**src/axi_lite_link_pkg.sv**
```systemverilog
////////////////////////////////////////
// Shared widths, defaults and PHY word layouts for the AXI-lite link.
// Field order inside each struct sets the bit order on the PHY.
// Both ends of the link must be built with the same package.
////////////////////////////////////////
package axi_lite_link_pkg;

  // Channel widths
  localparam int ADDR_W = 32;
  localparam int DATA_W = 32;
  localparam int STRB_W = 4;
  localparam int RESP_W = 2;

  // Credit counters and FIFO occupancy
  localparam int CRED_W = 8;

  // Default receive depths, matching the remote side's credits
  localparam int AR_DEPTH_DEF = 8;
  localparam int AW_DEPTH_DEF = 8;
  localparam int W_DEPTH_DEF  = 16;

  // Default transmit credits
  localparam int R_CREDITS_DEF = 4;
  localparam int B_CREDITS_DEF = 4;

  typedef logic [ADDR_W-1:0] addr_t;

  typedef struct packed {
    logic [DATA_W-1:0] wdata;
    logic [STRB_W-1:0] wstrb;
  } w_beat_t;

  typedef struct packed {
    logic [DATA_W-1:0] rdata;
    logic [RESP_W-1:0] rresp;
  } r_beat_t;

  typedef struct packed {
    logic [RESP_W-1:0] bresp;
  } b_beat_t;

  // Remote master to this slave
  typedef struct packed {
    logic    ar_push;
    addr_t   ar_data;
    logic    aw_push;
    addr_t   aw_data;
    logic    w_push;
    w_beat_t w_data;
    logic    r_credit;
    logic    b_credit;
  } rx_phy_t;

  // This slave to remote master
  typedef struct packed {
    logic    r_push;
    r_beat_t r_data;
    logic    b_push;
    b_beat_t b_data;
    logic    ar_credit;
    logic    aw_credit;
    logic    w_credit;
  } tx_phy_t;

endpackage

```
**src/ll_receive.sv**
```systemverilog
`timescale 1ns/1ns
////////////////////////////////////////
// Receive FIFO for one request channel, one credit pulse per pop.
// The remote side may hold at most DEPTH credits (DEPTH up to 255).
// A push into a full FIFO is dropped. Everything flushes while offline.
////////////////////////////////////////
module ll_receive #(
  parameter int WIDTH = 32,
  parameter int DEPTH = 8
) (
  input  logic             clk_wr,
  input  logic             rst_n,
  input  logic             link_online,
  input  logic             push,
  input  logic [WIDTH-1:0] push_data,
  input  logic             ready,
  output logic             valid,
  output logic [WIDTH-1:0] data,
  output logic             credit
);

  localparam int CW    = axi_lite_link_pkg::CRED_W;
  localparam int PTR_W = (DEPTH > 1) ? $clog2(DEPTH) : 1;

  logic [WIDTH-1:0] mem [DEPTH];
  logic [PTR_W-1:0] wr_ptr;
  logic [PTR_W-1:0] rd_ptr;
  logic [CW-1:0]    count;
  logic             credit_q;
  logic             full;
  logic             do_push;
  logic             do_pop;

  assign full    = (count == CW'(DEPTH));
  assign do_push = push && link_online && !full;

  // Head of queue goes straight to the user side
  assign valid  = link_online && (count != '0);
  assign data   = mem[rd_ptr];
  assign do_pop = valid && ready;

  // Payload storage
  always_ff @(posedge clk_wr) begin
    if (do_push) begin
      mem[wr_ptr] <= push_data;
    end
  end

  always_ff @(posedge clk_wr) begin
    if (!rst_n) begin
      wr_ptr   <= '0;
      rd_ptr   <= '0;
      count    <= '0;
      credit_q <= 1'b0;
    end else if (!link_online) begin
      // Flush, the remote side reloads its credits too
      wr_ptr   <= '0;
      rd_ptr   <= '0;
      count    <= '0;
      credit_q <= 1'b0;
    end else begin
      if (do_push) begin
        wr_ptr <= (wr_ptr == PTR_W'(DEPTH - 1)) ? '0 : wr_ptr + 1'b1;
      end
      if (do_pop) begin
        rd_ptr <= (rd_ptr == PTR_W'(DEPTH - 1)) ? '0 : rd_ptr + 1'b1;
      end
      count    <= count + CW'(do_push) - CW'(do_pop);
      // One slot freed, one credit back
      credit_q <= do_pop;
    end
  end

  // No credit leaves in the first offline cycle
  assign credit = credit_q && link_online;

endmodule

```
**src/ll_transmit.sv**
```systemverilog
`timescale 1ns/1ns
////////////////////////////////////////
// Credit-gated transmit stage for one response channel.
// With no credits the local slave is held off indefinitely.
// Credits reload to INIT_CREDITS while offline.
////////////////////////////////////////
module ll_transmit #(
  parameter int WIDTH        = 34,
  parameter int INIT_CREDITS = 4
) (
  input  logic             clk_wr,
  input  logic             rst_n,
  input  logic             link_online,
  input  logic             valid,
  input  logic [WIDTH-1:0] data,
  input  logic             credit,
  output logic             ready,
  output logic             push,
  output logic [WIDTH-1:0] push_data
);

  localparam int CW = axi_lite_link_pkg::CRED_W;

  logic [CW-1:0]    cred_q;
  logic             push_q;
  logic [WIDTH-1:0] data_q;
  logic             xfer;

  // Accept only with a credit in hand
  assign ready = link_online && (cred_q != '0);
  assign xfer  = valid && ready;

  ////////////////////////////////////////
  // Credit counter
  ////////////////////////////////////////
  always_ff @(posedge clk_wr) begin
    if (!rst_n) begin
      cred_q <= CW'(INIT_CREDITS);
    end else if (!link_online) begin
      cred_q <= CW'(INIT_CREDITS);
    end else begin
      // Spend and refill may land on the same edge
      cred_q <= cred_q + CW'(credit) - CW'(xfer);
    end
  end

  ////////////////////////////////////////
  // PHY output register
  ////////////////////////////////////////
  always_ff @(posedge clk_wr) begin
    if (!rst_n) begin
      push_q <= 1'b0;
    end else begin
      push_q <= xfer;
    end
  end

  // Beat held until the next transfer
  always_ff @(posedge clk_wr) begin
    if (xfer) begin
      data_q <= data;
    end
  end

  // Keep the PHY quiet in the first offline cycle
  assign push      = push_q && link_online;
  assign push_data = data_q;

endmodule

```
**src/axi_lite_slave_link.sv**
```systemverilog
`timescale 1ns/1ns
////////////////////////////////////////
// Slave side of the die-to-die AXI-lite link, single clock clk_wr.
// Depths must match the credits the remote master starts with.
// Transmit credits must match the remote receive FIFO depths.
////////////////////////////////////////
module axi_lite_slave_link #(
  parameter int AR_DEPTH  = axi_lite_link_pkg::AR_DEPTH_DEF,
  parameter int AW_DEPTH  = axi_lite_link_pkg::AW_DEPTH_DEF,
  parameter int W_DEPTH   = axi_lite_link_pkg::W_DEPTH_DEF,
  parameter int R_CREDITS = axi_lite_link_pkg::R_CREDITS_DEF,
  parameter int B_CREDITS = axi_lite_link_pkg::B_CREDITS_DEF
) (
  input  logic                                  clk_wr,
  input  logic                                  rst_n,
  input  logic                                  link_online,

  // PHY side
  input  axi_lite_link_pkg::rx_phy_t            rx_phy,
  output axi_lite_link_pkg::tx_phy_t            tx_phy,

  // AR channel
  output axi_lite_link_pkg::addr_t              user_araddr,
  output logic                                  user_arvalid,
  input  logic                                  user_arready,

  // AW channel
  output axi_lite_link_pkg::addr_t              user_awaddr,
  output logic                                  user_awvalid,
  input  logic                                  user_awready,

  // W channel
  output logic [axi_lite_link_pkg::DATA_W-1:0]  user_wdata,
  output logic [axi_lite_link_pkg::STRB_W-1:0]  user_wstrb,
  output logic                                  user_wvalid,
  input  logic                                  user_wready,

  // R channel
  input  logic [axi_lite_link_pkg::DATA_W-1:0]  user_rdata,
  input  logic [axi_lite_link_pkg::RESP_W-1:0]  user_rresp,
  input  logic                                  user_rvalid,
  output logic                                  user_rready,

  // B channel
  input  logic [axi_lite_link_pkg::RESP_W-1:0]  user_bresp,
  input  logic                                  user_bvalid,
  output logic                                  user_bready
);

  localparam int ADDR_BITS = $bits(axi_lite_link_pkg::addr_t);
  localparam int W_BITS    = $bits(axi_lite_link_pkg::w_beat_t);
  localparam int R_BITS    = $bits(axi_lite_link_pkg::r_beat_t);
  localparam int B_BITS    = $bits(axi_lite_link_pkg::b_beat_t);

  axi_lite_link_pkg::w_beat_t w_beat;
  axi_lite_link_pkg::r_beat_t r_beat;

  // Beat fields to and from the AXI-lite ports
  assign user_wdata   = w_beat.wdata;
  assign user_wstrb   = w_beat.wstrb;
  assign r_beat.rdata = user_rdata;
  assign r_beat.rresp = user_rresp;

  ////////////////////////////////////////
  // Request channels, PHY to user
  ////////////////////////////////////////
  ll_receive #(.WIDTH(ADDR_BITS), .DEPTH(AR_DEPTH)) ll_receive_ar (
    .clk_wr      (clk_wr),
    .rst_n       (rst_n),
    .link_online (link_online),
    .push        (rx_phy.ar_push),
    .push_data   (rx_phy.ar_data),
    .ready       (user_arready),
    .valid       (user_arvalid),
    .data        (user_araddr),
    .credit      (tx_phy.ar_credit)
  );

  ll_receive #(.WIDTH(ADDR_BITS), .DEPTH(AW_DEPTH)) ll_receive_aw (
    .clk_wr      (clk_wr),
    .rst_n       (rst_n),
    .link_online (link_online),
    .push        (rx_phy.aw_push),
    .push_data   (rx_phy.aw_data),
    .ready       (user_awready),
    .valid       (user_awvalid),
    .data        (user_awaddr),
    .credit      (tx_phy.aw_credit)
  );

  ll_receive #(.WIDTH(W_BITS), .DEPTH(W_DEPTH)) ll_receive_w (
    .clk_wr      (clk_wr),
    .rst_n       (rst_n),
    .link_online (link_online),
    .push        (rx_phy.w_push),
    .push_data   (rx_phy.w_data),
    .ready       (user_wready),
    .valid       (user_wvalid),
    .data        (w_beat),
    .credit      (tx_phy.w_credit)
  );

  ////////////////////////////////////////
  // Response channels, user to PHY
  ////////////////////////////////////////
  ll_transmit #(.WIDTH(R_BITS), .INIT_CREDITS(R_CREDITS)) ll_transmit_r (
    .clk_wr      (clk_wr),
    .rst_n       (rst_n),
    .link_online (link_online),
    .valid       (user_rvalid),
    .data        (r_beat),
    .credit      (rx_phy.r_credit),
    .ready       (user_rready),
    .push        (tx_phy.r_push),
    .push_data   (tx_phy.r_data)
  );

  ll_transmit #(.WIDTH(B_BITS), .INIT_CREDITS(B_CREDITS)) ll_transmit_b (
    .clk_wr      (clk_wr),
    .rst_n       (rst_n),
    .link_online (link_online),
    .valid       (user_bvalid),
    .data        (user_bresp),
    .credit      (rx_phy.b_credit),
    .ready       (user_bready),
    .push        (tx_phy.b_push),
    .push_data   (tx_phy.b_data)
  );

endmodule

```
**config.mk**
```make
export PLATFORM = sky130hd
export DESIGN_NAME = axi_lite_slave_link
export DESIGN_NICKNAME = d
export VERILOG_FILES = /design/src/axi_lite_link_pkg.sv /design/src/ll_receive.sv /design/src/ll_transmit.sv /design/src/axi_lite_slave_link.sv
export SDC_FILE = /design/constraint.sdc
export NUM_CORES = 1
export LEC_CHECK = 0
export BUFFER_PORTS_ARGS = -buffer_cell sky130_fd_sc_hd__buf_2
export CAP_MARGIN = 30
export CORE_UTILIZATION = 50
export DETAILED_ROUTE_END_ITERATION = 8
export GPL_TIMING_DRIVEN = 0
export PLACE_DENSITY_LB_ADDON = 0.08
export SYNTH_ARGS = -nofsm -noshare
export SYNTH_HDL_FRONTEND = slang
export SYNTH_SLANG_ARGS = --single-unit
```
**constraint.sdc**
```tcl
create_clock -name clk_wr -period 5.9 [get_ports clk_wr]
set_clock_uncertainty 0.2 [all_clocks]
set_input_delay 0.295 -clock clk_wr [delete_from_list [all_inputs] [get_ports clk_wr]]
set_output_delay 0.295 -clock clk_wr [all_outputs]
set_load 0.01 [all_outputs]
```
# After elaboration in Yosys (flattened, before gate mapping)
# Memory sizes are Yosys's and may differ from the RTL's. A register that Yosys moved wholly into a read port is not among the register bits.
# Index checks and enable logic that the tools add are counted.
# word_totals
reg_bits,101
ram_bits,1088
output_inout_bits,146
elab_cells,94
memories,3
# classes
addsub,16
eq_ne,9
n_mux,18
n_reduce_logical,30
# mem_list
name,words,width,rd,rd_clocked_by_memory_dff,write_ports,line_no,text
ll_receive_w.mem,16,36,1,1,1,ll_receive.sv:25,logic [WIDTH-1:0] mem [DEPTH];
ll_receive_ar.mem,8,32,1,1,1,ll_receive.sv:25,
ll_receive_aw.mem,8,32,1,1,1,ll_receive.sv:25,
# ops
operator,n
$add 8x1->8,5
$reduce_bool 8->1,5
$sub 8x1->8,5
$mux 3,8
$logic_and 1x1->1,21
$eq 8x4->1 const B,2
$mux 4,4
$add 3x1->3 const B,4
$eq 3x3->1 const B,4
$add 4x1->4 const B,2
$eq 4x4->1 const B,2
$eq 8x5->1 const B,1
$mux 1,6
$logic_not 1->1,3
$reduce_and 2->1,1

# Depth between registers and ports, before layout
# Gate-level depths: netlist (run 1).
# depth
ltp_word,5
depth_mapped,14
ltp_nobuf,14

# Hierarchy
# A second synthesis (run 1) with hierarchy kept.
# unflattened
cells_unflattened,2214
area_unflattened_um2,46918.7
# by_module_without_submodules
mod,n_inst,cells_each,area_per_inst_um2,seq_area_each_um2
ll_receive at ll_receive_w,1,1030,22805.6,17717.0
ll_receive at ll_receive_ar,1,495,10839.1,8047.7
ll_receive at ll_receive_aw,1,496,10834.1,8047.7
ll_transmit at ll_transmit_r,1,113,1701.6,1201.2
ll_transmit at ll_transmit_b,1,80,738.2,240.2

# Worst setup path after synthesis (run 1)
# Ideal clock, no wire load.
# synth_timing
path_type,register -> register
startpoint,register ll_receive_aw.count[4]
endpoint,memory ll_receive_aw.mem[0][0] (enable)
setup_time_ps,513
arrival_time_ps,4273
path_slack_ps,914
stages_incl_launch_ff,6
synth_period_minus_slack_ps,4986
cell_sequence,dfxtp_1 inv_1 ha_1 nor4bb_1 and2_1 nor4b_1
# synth_via
elab_chain_cells,5
# synth_lines
item,line_no,text
"start, declared",ll_receive.sv:28,logic [CW-1:0] count;
"start signal, assigned",ll_receive.sv:68,count <= count + CW'(do_push) - CW'(do_pop);
$eq 8x4->1,ll_receive.sv:34,assign full = (count == CW'(DEPTH));
$logic_not 1->1,ll_receive.sv:35,assign do_push = push && link_online && !full;
$logic_and 1x1->1,ll_receive.sv:35,
$mux 1,ll_receive.sv:44,if (do_push) begin
$mux 1 (not written as such),ll_receive.sv:45,mem[wr_ptr] <= push_data;
"end, declared",ll_receive.sv:25,
# Every way passes these cells.

# Final worst setup path (run 1)
# layout_timing
startpoint,register ll_transmit_r.cred_q[5]
endpoint,register ll_transmit_r.cred_q[6]
# layout_via
elab_chain_cells,4
elab_cells_between_ends,5
cone_classes,add/sub (2); reduce/logical (3)
# layout_lines
item,line_no,text
"start, declared",ll_transmit.sv:24,logic [CW-1:0] cred_q;
"start signal, assigned",ll_transmit.sv:38,cred_q <= CW'(INIT_CREDITS);
"start signal, assigned",ll_transmit.sv:40,cred_q <= CW'(INIT_CREDITS);
"start signal, assigned",ll_transmit.sv:43,cred_q <= cred_q + CW'(credit) - CW'(xfer);
$reduce_bool 8->1,ll_transmit.sv:30,assign ready = link_online && (cred_q != '0);
$logic_and 1x1->1,ll_transmit.sv:30,
$logic_and 1x1->1,ll_transmit.sv:31,assign xfer = valid && ready;
net ll_transmit_r.xfer,ll_transmit.sv:27,logic xfer;
$sub 8x1->8,ll_transmit.sv:43,
# The timed path passes the listed nets, and every way through them passes these cells.
# A chain may end at the register's enable or synchronous reset.

==> results.txt, run 1 <==
The run finished with clean final reports. The number of hold violations in the final report is 0. The sequential fraction of the synthesis area came out at around 76%. The remaining antenna violation count after routing is 0. The end-of-flow core utilization came out at 61.20%. The final critical-path share of the clock period came out at 64.81%. STA classifies the critical path endpoint as a flop. Traced cell by cell, the critical path runs through inv_1 > ha_1 > a41oi_1 > and2_1 > ha_1 > inv_1 > ha_1 > inv_1 > fa_1 > nor2b_1 > o311ai_0 > a2111o_1 > nand3_1. The path class of the tightest hold or removal check is input port to flop. The power density relative to cell area is 334.0 nW/µm². The count of different cell masters after synthesis is 58.

The highest attainable clock frequency is between 200 and 300 MHz. The clock latency reported for the late side of the worst-skew pair is 0.72 ns. The setup slack of the most critical reg-to-reg path is 2.08 ns. The slowest stage of the critical path belongs to the cell sky130_fd_sc_hd__and2_1.

The tree is rooted in a sky130_fd_sc_hd__clkbuf_16. The total via count after detailed routing is 23962. The complex-gate fraction of the synthesized area came out at 2.762%. The cell area that synthesis handed to floorplanning was 46570 µm².

The arrival time of data at the critical path endpoint came out at 4.28 ns. The time the worst path needs with I/O delays and setup is 3.824 ns. The number of gates resized after CTS was 0. The number of instances in the placed design is 3858.

The number of nets at the end of the flow came out at 3111. The worst setup path is launched from a flop. The basic-gate share of the synthesized area counting and, or, nand and nor cells is under 10%.

The total negative slack came out at 0 ns. The worst-case headroom to the max-slew limit is between 20% and 30%. The reported max-cap violation count came out at 0. The largest fanout of any net on the critical path came out at 12.

The placed instance area is 50960 µm². The initial standard-cell utilization of the core is 50.65%. The global placer's final weighted congestion came out at 0.7777. The max-slew violation total from the final report is 0. The area of all placed cells without fillers is between 50000 and 60000 µm².

The maximum level of the CTS H-tree came out at 3. Across the VDD grid, the largest voltage drop is about 250 µV. The clock passes through at most 3 buffers. The final wirelength is about 110 mm. The number of flops mapped to enable cells by yosys is 1124. Setup repair after global routing left no endpoint under its margin. The count of buffers added on input and output ports is just under 300. The largest net degree at the start of global routing is 25.

The dominant combinational cell family by area after synthesis is multiplexers. The data required time at the worst endpoint is around 6.4 ns. The number of flip-flops and latches in the synthesized netlist came out at between 1000 and 1500. The overall routing resource usage is 22.80%. The fraction of synthesized cell area in xor and xnor cells came out at 0.1316%. The critical path class is flop to flop. The number of remaining DRC errors is 0. The layout-stage area growth over the synthesis result is 20.82%. For this run, the slowest stage of the critical path takes 0.59 ns. Synthesis handed over a netlist of 2232 instances.

The full die area is 94370 µm². The overflow left after global routing came out at 0. After floorplanning, the core was divided into 111 placement rows. TritonCTS built the clock tree.

Summing the areas of all fa, ha and maj instances in the mapped netlist gives 2.096% of the synthesized area. The detailed-route vias per instance came out at approximately 5.7. The number of sinks handled by clock tree synthesis came out at approximately 1200.

The per-cell routed wire length came out at 25.07 µm. The proportion of layout cells with a drive suffix above 1 came out at 32.45%. The overall die width came out at 307.2 µm.

The number of antenna violations at the first check in global routing is 5. The number of buffers created by CTS is 120. The total of fill cells in the finished design is 6706. The DRC violation total after the first TritonRoute iteration is roughly 1800. The number of warning messages in the yosys log is 0. The number of standard cells in the layout, taps in and fillers out came out at 4237. The net count after synthesis is 2456. Counting flops with an async set or reset pin after synthesis yields a share of 0%.

The via count of the first global-routing pass came to around 25000. The leakage power summed over all cells came out at 18.65 nW. The clock-pin transition on the worst setup and hold timing paths is 0.06 ns. The HPWL after detailed placement came out at 68.39 mm.

A synthesized cell averages 20.87 µm². The first detailed-routing pass ran for 5 iterations. The number of failing setup endpoints in the final timing report is 0. The height of the chip came out at 307.2 µm.

The slew at the pin with the worst max-slew slack came out at 1.037 ns. The area of the core is 91940 µm². The post-synthesis mux area share is 14.89%.

The wire length of the first global-routing pass came out at between 150 and 200 mm. The main flop type after synthesis is sky130_fd_sc_hd__edfxtp_1. The number of top-level pins is 295.
[placed cells by master (no fill, tap or decap), drive strengths merged, types with 6 or more instances in the layout]
| cell | Yosys | layout |
|---|---|---|
| dlygate4sd3 | 0 | 148 |
| and2 | 11 | 11 |
| inv | 71 | 74 |
| nand4 | 7 | 7 |
| nand2b | 10 | 10 |
| a21oi | 28 | 28 |
| o21bai | 9 | 9 |
| edfxtp | 1124 | 1124 |
| nor2 | 54 | 54 |
| a21o | 7 | 7 |
| mux2i | 9 | 9 |
| or3 | 6 | 6 |
| nor3 | 24 | 24 |
| a2111oi | 6 | 6 |
| clkbuf | 52 | 205 |
| dfxtp | 75 | 75 |
| and3 | 15 | 15 |
| nand3 | 18 | 18 |
| mux2 | 64 | 64 |
| nand2 | 67 | 67 |
| buf | 51 | 436 |
| nor2b | 16 | 16 |
| ha | 70 | 70 |
| a211oi | 7 | 7 |
| o21ai | 10 | 10 |
| clkinv | 0 | 56 |
| a22oi | 75 | 75 |
| mux4 | 272 | 272 |
| o211ai | 8 | 8 |
| bufinv | 0 | 11 |
[per-layer routing]
| metal | share of wire, % | vias up | GRT usage, % | routed length (µm) |
|---|---|---|---|---|
| met5 | 0.049 | - | 0 | 52 |
| met4 | 2.3 | 8 | 6.213 | 2461 |
| met3 | 5.4 | 157 | 3.826 | 5690 |
| met2 | 51 | 668 | 39.33 | 54540 |
| met1 | 41 | 12603 | 30.05 | 43470 |
| li1 | - | 10526 | - | - |
[cell families (layout without fill, tap and decap cells)]
| kind of cell | Yosys count | count (layout) |
|---|---|---|
| AND/OR/NAND/NOR | 255 | 255 |
| flip-flops | 1199 | 1199 |
| XOR/XNOR | 7 | 7 |
| AO/OA/AOI/OAI | 177 | 177 |
| adder cells (fa/ha/maj) | 75 | 75 |
| multiplexers | 345 | 345 |
| other | 0 | 2 |
| buffers and inverters | 174 | 934 |
[flip-flops by register name, indices dropped and copies added (netlist names), 4 cells and up, named ones only]
register,cells
ll_transmit_b.cred_q,8
ll_transmit_r.cred_q,8
ll_receive_w.mem,576
ll_receive_aw.mem,256
ll_receive_ar.mem,256
ll_receive_ar.count,8
ll_transmit_r.push_data,34
ll_receive_w.count,8
ll_receive_aw.count,8
ll_receive_w.rd_ptr,4
ll_receive_w.wr_ptr,4
[final timing paths]
path	start	to	depth (start not counted)
min reg2reg	ll_receive_aw.rd_ptr[1]$_SDFFE_PN0N_	flop	2
max reg2reg	ll_transmit_r.cred_q[5]$_SDFF_PN0_	ll_transmit_r.cred_q[6]$_SDFF_PN0_	13
min	user_rdata[15]	ll_transmit_r.push_data[17]$_DFFE_PP_	2
max	ll_transmit_r.cred_q[5]$_SDFF_PN0_	ll_transmit_r.cred_q[6]$_SDFF_PN0_	13
[worst max-delay path, delay by kind of cell (launching register included)]
family / cells / cell delay (ns)
fa+ha+maj: 4 / 1.11
compound gates: 3 / 1.03
simple gates: 3 / 0.86
flops: 1 / 0.34
buf+inv: 3 / 0.20
[synthesized netlist by cell type (all sizes together) (2+ instances only)]
master	number	area (µm²)
edfxtp	1124	33750
buf	51	311.6
ha	70	875.8
or2	4	25.02
a21o	7	52.55
and3	15	93.84
nor2	54	202.7
nand3	18	90.09
fa	5	100.1
xnor2	5	43.79
nand2	67	251.5
mux2i	9	90.09
or4	2	15.01
nand4bb	2	22.52
dfxtp	75	1501
a31oi	5	31.28
nor4	5	31.28
a22oi	75	563.0
nor4bb	2	20.02
nor2b	16	100.1
a2111o	4	45.04
o31ai	2	15.01
a221o	3	30.03
nor3b	5	37.54
xor2	2	17.52
nor4b	2	17.52
mux4	272	6126
nor3	24	120.1
inv	71	266.5
o21a	2	15.01
o21ai	10	50.05
nand3b	2	15.01
o211ai	8	60.06
and2	11	68.82
o311ai	5	43.79
nand2b	10	62.56
clkbuf	52	195.2
a21oi	28	143.9
o21bai	9	67.56
mux2	64	720.7
a211oi	7	65.06
nand4	7	43.79
a2111oi	6	52.55
or3	6	37.54
[repair_timing]
item / 4_1_cts / 5_1_grt
hold endpoints to repair: 1187 / 0
hold buffers: 148 / 0
setup buffers: 0 / 0
[area by class of cell]
cell class	count	area, µm²	area share (%)
multi-input combinational	859	10750	19.10
antenna	2	5.005	0.008894
clock buffer	153	3127	5.557
timing repair buffer	533	4129	7.338
sequential	1199	35250	62.65
clock inverter	74	676.9	1.203
tap	1243	1555	2.764
inverter	71	266.5	0.4736
buffer	103	506.7	0.9006
[through the flow]
stage	power (mW)	hold WS, ns	setup WS (ns)
floorplan	10.91	0.1939	0.9141
global placement	11.45	0.2701	-2.574
detailed placement	11.54	0.2735	2.008
CTS	18.97	0.04077	2.082
global route	19.44	0.07139	1.805
finish	18.79	0.08957	2.076
[power breakdown]
part	switching (mW)	internal [mW]	leakage [nW]
Clock	3.14	4.22	1.85
Sequential	0.0532	9.45	10.8
Combinational	1.05	0.875	6.03
Note: power is estimated with default switching activity, not from simulation.
==> run 2: changes to the inputs <==
==> constraint.sdc (replaced) <==
create_clock -name clk_wr -period 3.6 [get_ports clk_wr]
set_clock_uncertainty 0.2 [all_clocks]
set_input_delay 0.18 -clock clk_wr [delete_from_list [all_inputs] [get_ports clk_wr]]
set_output_delay 0.18 -clock clk_wr [all_outputs]
set_load 0.01 [all_outputs]
==> results.txt, run 2 (synthesis gave the netlist of run 1 again) <==
The root buffer cell is sky130_fd_sc_hd__clkbuf_16. The number of buffers created by CTS came out at 121. The area of the core is 91940 µm².

The overall routing resource usage came out at 22.82%. The largest net degree at the start of global routing came out at 36. Grouping stages by cell kind, the critical path spends the most delay in buffers and inverters. The flow ran to the end, and the final reports show no timing, DRC or antenna violations. The time the worst path needs with I/O delays and setup is 3.471 ns. The final setup slack of the worst path is 0.1291 ns. After clock tree synthesis, the clock-pin slew on the worst setup and hold paths is around 0.060 ns. The placed instances occupy a cell area of 51000 µm².

The full die area is ~94000 µm². The worst setup slack before clock tree synthesis came out at -0.3345 ns. The tightest min-delay check is of the input port to flop type. The buffer depth of the longest clock path is 3. The critical path class is flop to output port. The detailed router finished its first iteration with 1792 violations. The number of hold violations in the final report came out at 0.

The net count of the finished layout is 3116. Cells with a size suffix above 1 make up 32.52% of the layout. The via count of the first global-routing pass came out at 25525. The maximum level of the CTS H-tree came out at 3. The number of buffers added on ports came out at 294.

The leakage power summed over all cells is 18.88 nW. The number of rows created at floorplan came out at 111. The worst-case headroom to the max-slew limit came out at 33.10%. The per-cell routed wire length came out at 25.07 µm.

The first detailed-routing pass took 5 iterations. IR analysis of the VDD net gives a maximum drop of about 420 µV. Ranked by flip-flop count, first place goes to ll_receive_w.mem. For the worst-skew pair, the clock arrives at the later sink with an insertion delay of approximately 0.70 ns.

The overflow left after global routing is 0. The global placer's final weighted congestion came out at 0.8113. TritonCTS built the clock tree. The final critical-path share of the clock period came out at a little under 100%. The number of antenna violations at the first check in global routing is 7. The worst setup path is launched from a flop. Traced cell by cell, the critical path runs through buf_2 > clkbuf_1 > mux4_2 > a22oi_1 > nand2_1 > buf_2.

From synthesis to final layout, the design area changed by 22.38%. Measured on the finished design, the core utilization comes to ~62%. By instance count, the cell type seen most on the critical path is sky130_fd_sc_hd__buf_2. The HPWL after detailed placement is between 60 and 70 mm. The detailed-route vias per instance is 5.654. The number of top-level pins is 295.

The initial standard-cell utilization of the core came out at 50.65%. In the layout the commonest cells are sky130_fd_sc_hd__edfxtp_1 (1124), sky130_fd_sc_hd__buf_2 (324), sky130_fd_sc_hd__mux4_2 (272). The remaining antenna violation count after routing is 0.

After routing the design area is roughly 57000 µm². The power density relative to cell area came out at 557.2 nW/µm². At the pin with the least slew margin, the transition time is 1.000 ns. For the worst setup path, the data arrival time is between 3 and 4 ns. The reported max-cap violation count is 0.

The data required time at the worst endpoint is approximately 3.2 ns. In this run the worst path has a maximum fanout of 10. In the final layout, the registers with the most flip-flops are ll_receive_w.mem: 576 flops, ll_receive_ar.mem: 256 flops, ll_receive_aw.mem: 256 flops. After detailed routing, the number of remaining DRC violations is 0. The flip-flop count of the largest register after layout came out at 576. The critical path buffer and inverter count is 3.

The clock net in this run drives a total of 1199 sinks. The largest single stage delay on the critical path is 0.69 ns. The wire length of the first global-routing pass is 157.9 mm. The overall die width is 307.2 µm.

Setup repair after global routing left no endpoint under its margin. The max-slew violation total from the final report is 0. For this design, the slowest cell found on the critical path is sky130_fd_sc_hd__clkbuf_1. The leading cell type in the layout, fill and taps excluded is sky130_fd_sc_hd__edfxtp_1. The total via count after detailed routing came out at 23984.

The endpoint kind of the worst setup timing path is an output port. The number of failing setup endpoints in the final timing report came out at 0. The height of the chip came out at between 300 and 400 µm. The final layout contains routed wiring with a total length of around 110 mm. The highest attainable clock frequency came out at 288.1 MHz.
==> run 2: layer usage <==
layer  vias up  track usage, %  part of all wire [%]
li1      10571               -                     -
met1     12640           29.48                    41
met2       618           39.74                    52
met3       149           4.294                   5.5
met4         6           6.028                   1.9
met5         -               0                 0.042
==> run 2: power breakdown <==
group          switching, mW  total (mW)  leakage, nW  internal (mW)
Clock                   5.22        12.9         2.02           7.71
Sequential            0.0895        15.6         10.8           15.5
Combinational           1.75        3.25         6.11           1.49
Total                   7.06        31.8         18.9           24.7
==> run 2: layout make-up <==
type | count | area, µm²
inverter | 71 | 266.5
multi-input combinational | 860 | 10870
sequential | 1199 | 35250
fill | 6554 | 34940
antenna | 4 | 10.01
clock buffer | 155 | 3279
clock inverter | 71 | 857.1
tap | 1243 | 1555
buffer | 102 | 510.5
timing repair buffer | 537 | 4393
==> run 2: final timing paths <==
path / startpoint / end / slack (ns) / cells after the start
hold reg to reg: ll_receive_ar.rd_ptr[1]$_SDFFE_PN0N_ / flop / 0.29 / 2
hold / removal: user_rdata[17] / ll_transmit_r.push_data[19]$_DFFE_PP_ / 0.03 / 2
setup / recovery: flop / user_wdata[20] / 0.13 / 6
setup reg to reg: ll_receive_w.count[2]$_SDFF_PN0_ / ll_receive_w.mem[1][21]$_DFFE_PP_ / 0.20 / 8
==> run 2: timing repair <==
action,CTS,global route
hold buffers,177,0
resized for setup,6,11
setup endpoints to repair,19,15
pin swaps,2,2
hold endpoints to repair,1298,0
cloned,0,1
setup buffers,2,4
==> run 2: metrics by stage <==
stage / hold WS (ns) / power (mW) / TNS [ns] / instances
after CTS: 0.001035 / 32.02 / -0.08491 / 4233
final: 0.02579 / 31.76 / 0 / 4242
after global placement: 0.1564 / 18.75 / -1752.64 / 3769
after detailed placement: 0.1581 / 18.92 / -0.7766 / 3829
after global routing: 0.01821 / 32.83 / 0 / 4241
after floorplan: 0.07887 / 17.87 / -15.22 / 2232
==> run 3: changes to the inputs <==
--- a/config.mk
+++ b/config.mk
@@ -7,7 +7,7 @@
 export LEC_CHECK = 0
 export BUFFER_PORTS_ARGS = -buffer_cell sky130_fd_sc_hd__buf_2
 export CAP_MARGIN = 30
-export CORE_UTILIZATION = 50
+export CORE_UTILIZATION = 55
 export DETAILED_ROUTE_END_ITERATION = 8
 export GPL_TIMING_DRIVEN = 0
 export PLACE_DENSITY_LB_ADDON = 0.08
==> constraint.sdc (replaced) <==
create_clock -name clk_wr -period 4.34 [get_ports clk_wr]
set_clock_uncertainty 0.2 [all_clocks]
set_input_delay 0.217 -clock clk_wr [delete_from_list [all_inputs] [get_ports clk_wr]]
set_output_delay 0.217 -clock clk_wr [all_outputs]
set_load 0.01 [all_outputs]
==> results.txt, run 3 (synthesis gave the netlist of run 1 again) <==
Along the worst path, the maximum fanout reaches 13. Global routing consumed, over all layers together, approximately a quarter of the routing resources. Summed over all nets, the half-perimeter wirelength after detailed placement is 66.64 mm. The overflow left after global routing came out at 0. The number of hold violations in the final report is 0.

The finished layout holds 4102 standard cells, fillers aside. The number of failing setup endpoints in the final timing report is 0. The area of the core came out at ~84000 µm². The data required time at the worst endpoint came out at 4.76 ns. The via count of the first global-routing pass is ~25000.

The clock-pin transition on the worst setup and hold timing paths is approximately 0.060 ns. The worst setup path is of the flop to flop kind. The number of buffers created by CTS came out at 117. The congestion estimate from routability-driven global placement came to 0.8344. The number of hold buffers added after CTS came out at 149. The total met2 wirelength after detailed routing came out at 54.33 mm.

In the final design database the tool counted 3091 nets. The layout-stage area growth over the synthesis result is 20.13%. The number of cells upsized or downsized after cts came out at 0. The total negative slack is 0 ns. The buffer depth of the longest clock path is 3. The worst setup path is launched from a flop. Power comes to 25.23 mW. The wire length of the first global-routing pass is 154.6 mm. The reported max-cap violation count is 0. The min-delay analysis places its worst path in the category input port to flop. The slew at the pin with the worst max-slew slack came out at 1.003 ns. The initial standard-cell utilization of the core is 55.65%. The peak ir drop on the vdd network is 387.7 µV. The flip-flop count of the largest register after layout came out at 576. The proportion of layout cells with a drive suffix above 1 came out at 31.89%.

In this run, the number of DRC markers left after iteration 0 of detailed routing was ~1900. The floorplan has 106 rows. The critical path goes through inv_1 > ha_1 > a41oi_1 > and2_1 > ha_1 > inv_1 > ha_1 > inv_1 > fa_1 > nor2b_1 > o311ai_0 > a2111o_1 > nand3_1. Counting flops per register, the top entry is ll_receive_w.mem.

The per-cell routed wire length is 25.21 µm. Broken down by cell family, the worst path's largest delay share belongs to adder cells. The total of fill cells in the finished design is around 5500. The height of the chip is ~290 µm.

The final wirelength is 103.4 mm. Detailed routing inserted a total of 23712 vias. The total length of routed met3 wires is approximately 5.5 mm. The critical path buffer and inverter count came out at 3. The largest single stage delay on the critical path is around 0.63 ns. For the worst setup path, the data arrival time is 4.26 ns. The placed instance area is 50800 µm². Leaving out fill and tap cells, the most frequent cells in the layout are sky130_fd_sc_hd__edfxtp_1 (1124), sky130_fd_sc_hd__buf_2 (324), sky130_fd_sc_hd__mux4_2 (272). The highest attainable clock frequency is 260.5 MHz. The time the worst path needs with I/O delays and setup is 3.839 ns. On the critical path, the stage with the largest delay is an instance of sky130_fd_sc_hd__and2_1. The remaining antenna violation count after routing is 0. The maximum level of the CTS H-tree is 3.

Setup repair after global routing left no endpoint under its margin. The largest registers in the layout are ll_receive_w.mem: 576 flops, ll_receive_ar.mem: 256 flops, ll_receive_aw.mem: 256 flops. After routing the design area is about 56000 µm². The power density relative to cell area is 450.9 nW/µm². Counting tap cells, the placed design contains a total of 3733 instances. The detailed router used layers up to and including met5.

The number of buffers added on ports is 294. The leakage power summed over all cells came out at between 15 and 20 nW. The number of top-level pins is 295. In the final routing, the length of wire on met1 measures 41.34 mm.

The number of antenna violations at the first check in global routing came out at 3. The final critical-path share of the clock period is 88.46%. The buffer count from post-CTS setup fixing is 0. STA classifies the critical path endpoint as a flop. The worst-case headroom to the max-slew limit came out at 32.79%.

The tree built by TritonCTS fans out to 1199 sinks. The clock latency reported for the late side of the worst-skew pair came out at between 0.6 and 0.7 ns. TritonCTS built the clock tree. The leading cell type in the layout, fill and taps excluded is sky130_fd_sc_hd__edfxtp_1.

The largest net degree at the start of global routing is 25. The max-slew violation total from the final report was 0. In this run the clock root is driven by a sky130_fd_sc_hd__clkbuf_16.

Hold timing on the final database bottoms out at a slack of 0.04934 ns. The overall die width is 293.0 µm. The number of search-and-repair iterations in the first detailed-routing pass is 5. The number of remaining DRC errors came out at 0. The full die area is 85840 µm². In the routed layout, each cell is associated on average with a via count of just under 6. The run finished with clean final reports.
-- run 3: changes by cell type in the layout (fill, tap and decap cells not counted), moves of 8 or more --
cell	delta
sky130_fd_sc_hd__buf_16	-9
sky130_fd_sc_hd__buf_6	+21
sky130_fd_sc_hd__bufinv_16	-9
sky130_fd_sc_hd__clkinv_1	+14
sky130_fd_sc_hd__dlygate4sd3_1	-28
sky130_fd_sc_hd__nor3_2	+8
sky130_fd_sc_hd__nor3_4	-8
-- run 3: cell type report --
| class | instances | area, µm² | share of cell area [%] |
|---|---|---|---|
| antenna | 5 | 12.51 | 0.02236 |
| inverter | 71 | 266.5 | 0.4763 |
| tap | 1134 | 1419 | 2.536 |
| sequential | 1199 | 35250 | 63.01 |
| multi-input combinational | 859 | 10790 | 19.29 |
| buffer | 103 | 506.7 | 0.9057 |
| clock buffer | 144 | 3072 | 5.490 |
| clock inverter | 71 | 578.1 | 1.033 |
| timing repair buffer | 516 | 4046 | 7.232 |
-- run 3: power by group --
part | total (mW) | switching, mW | internal [mW]
Combinational | 2.63 | 1.44 | 1.19
Sequential | 12.9 | 0.0723 | 12.8
Clock | 9.67 | 4.15 | 5.53
Total | 25.2 | 5.66 | 19.6
-- run 3: path summary, 6_finish.rpt --
check / start / end / slack (ns) / cells after the start
max: ll_transmit_r.cred_q[5]$_SDFF_PN0_ / ll_transmit_r.cred_q[6]$_SDFF_PN0_ / 0.50 / 13
min: user_rdata[20] / ll_transmit_r.push_data[22]$_DFFE_PP_ / 0.05 / 2
max reg2reg: ll_transmit_r.cred_q[5]$_SDFF_PN0_ / ll_transmit_r.cred_q[6]$_SDFF_PN0_ / 0.50 / 13
min reg2reg: ll_receive_aw.rd_ptr[2]$_SDFFE_PN0N_ / ll_receive_aw.rd_ptr[2]$_SDFFE_PN0N_ / 0.29 / 2
-- run 3: worst reg2reg max path, delay by kind of cell (launching register included) --
family	cells	cell delay [ns]
buf+inv	3	0.21
simple gates	3	0.90
flops	1	0.35
fa+ha+maj	4	1.13
compound gates	3	0.99
-- run 3: metrics by stage --
step	util, %	worst slack, ns
floorplan	-	0.02284
global placement	59.14	-3.171
detailed placement	60.70	0.5274
CTS	66.84	0.5118
global route	66.84	0.2469
finish	66.85	0.5007
-- run 3: routing by layer --
metal / vias to the layer above / global-route usage (%)
li1: 10504 / -
met1: 12430 / 31.53
met2: 636 / 43.31
met3: 140 / 3.684
met4: 2 / 6.755
met5: - / 0
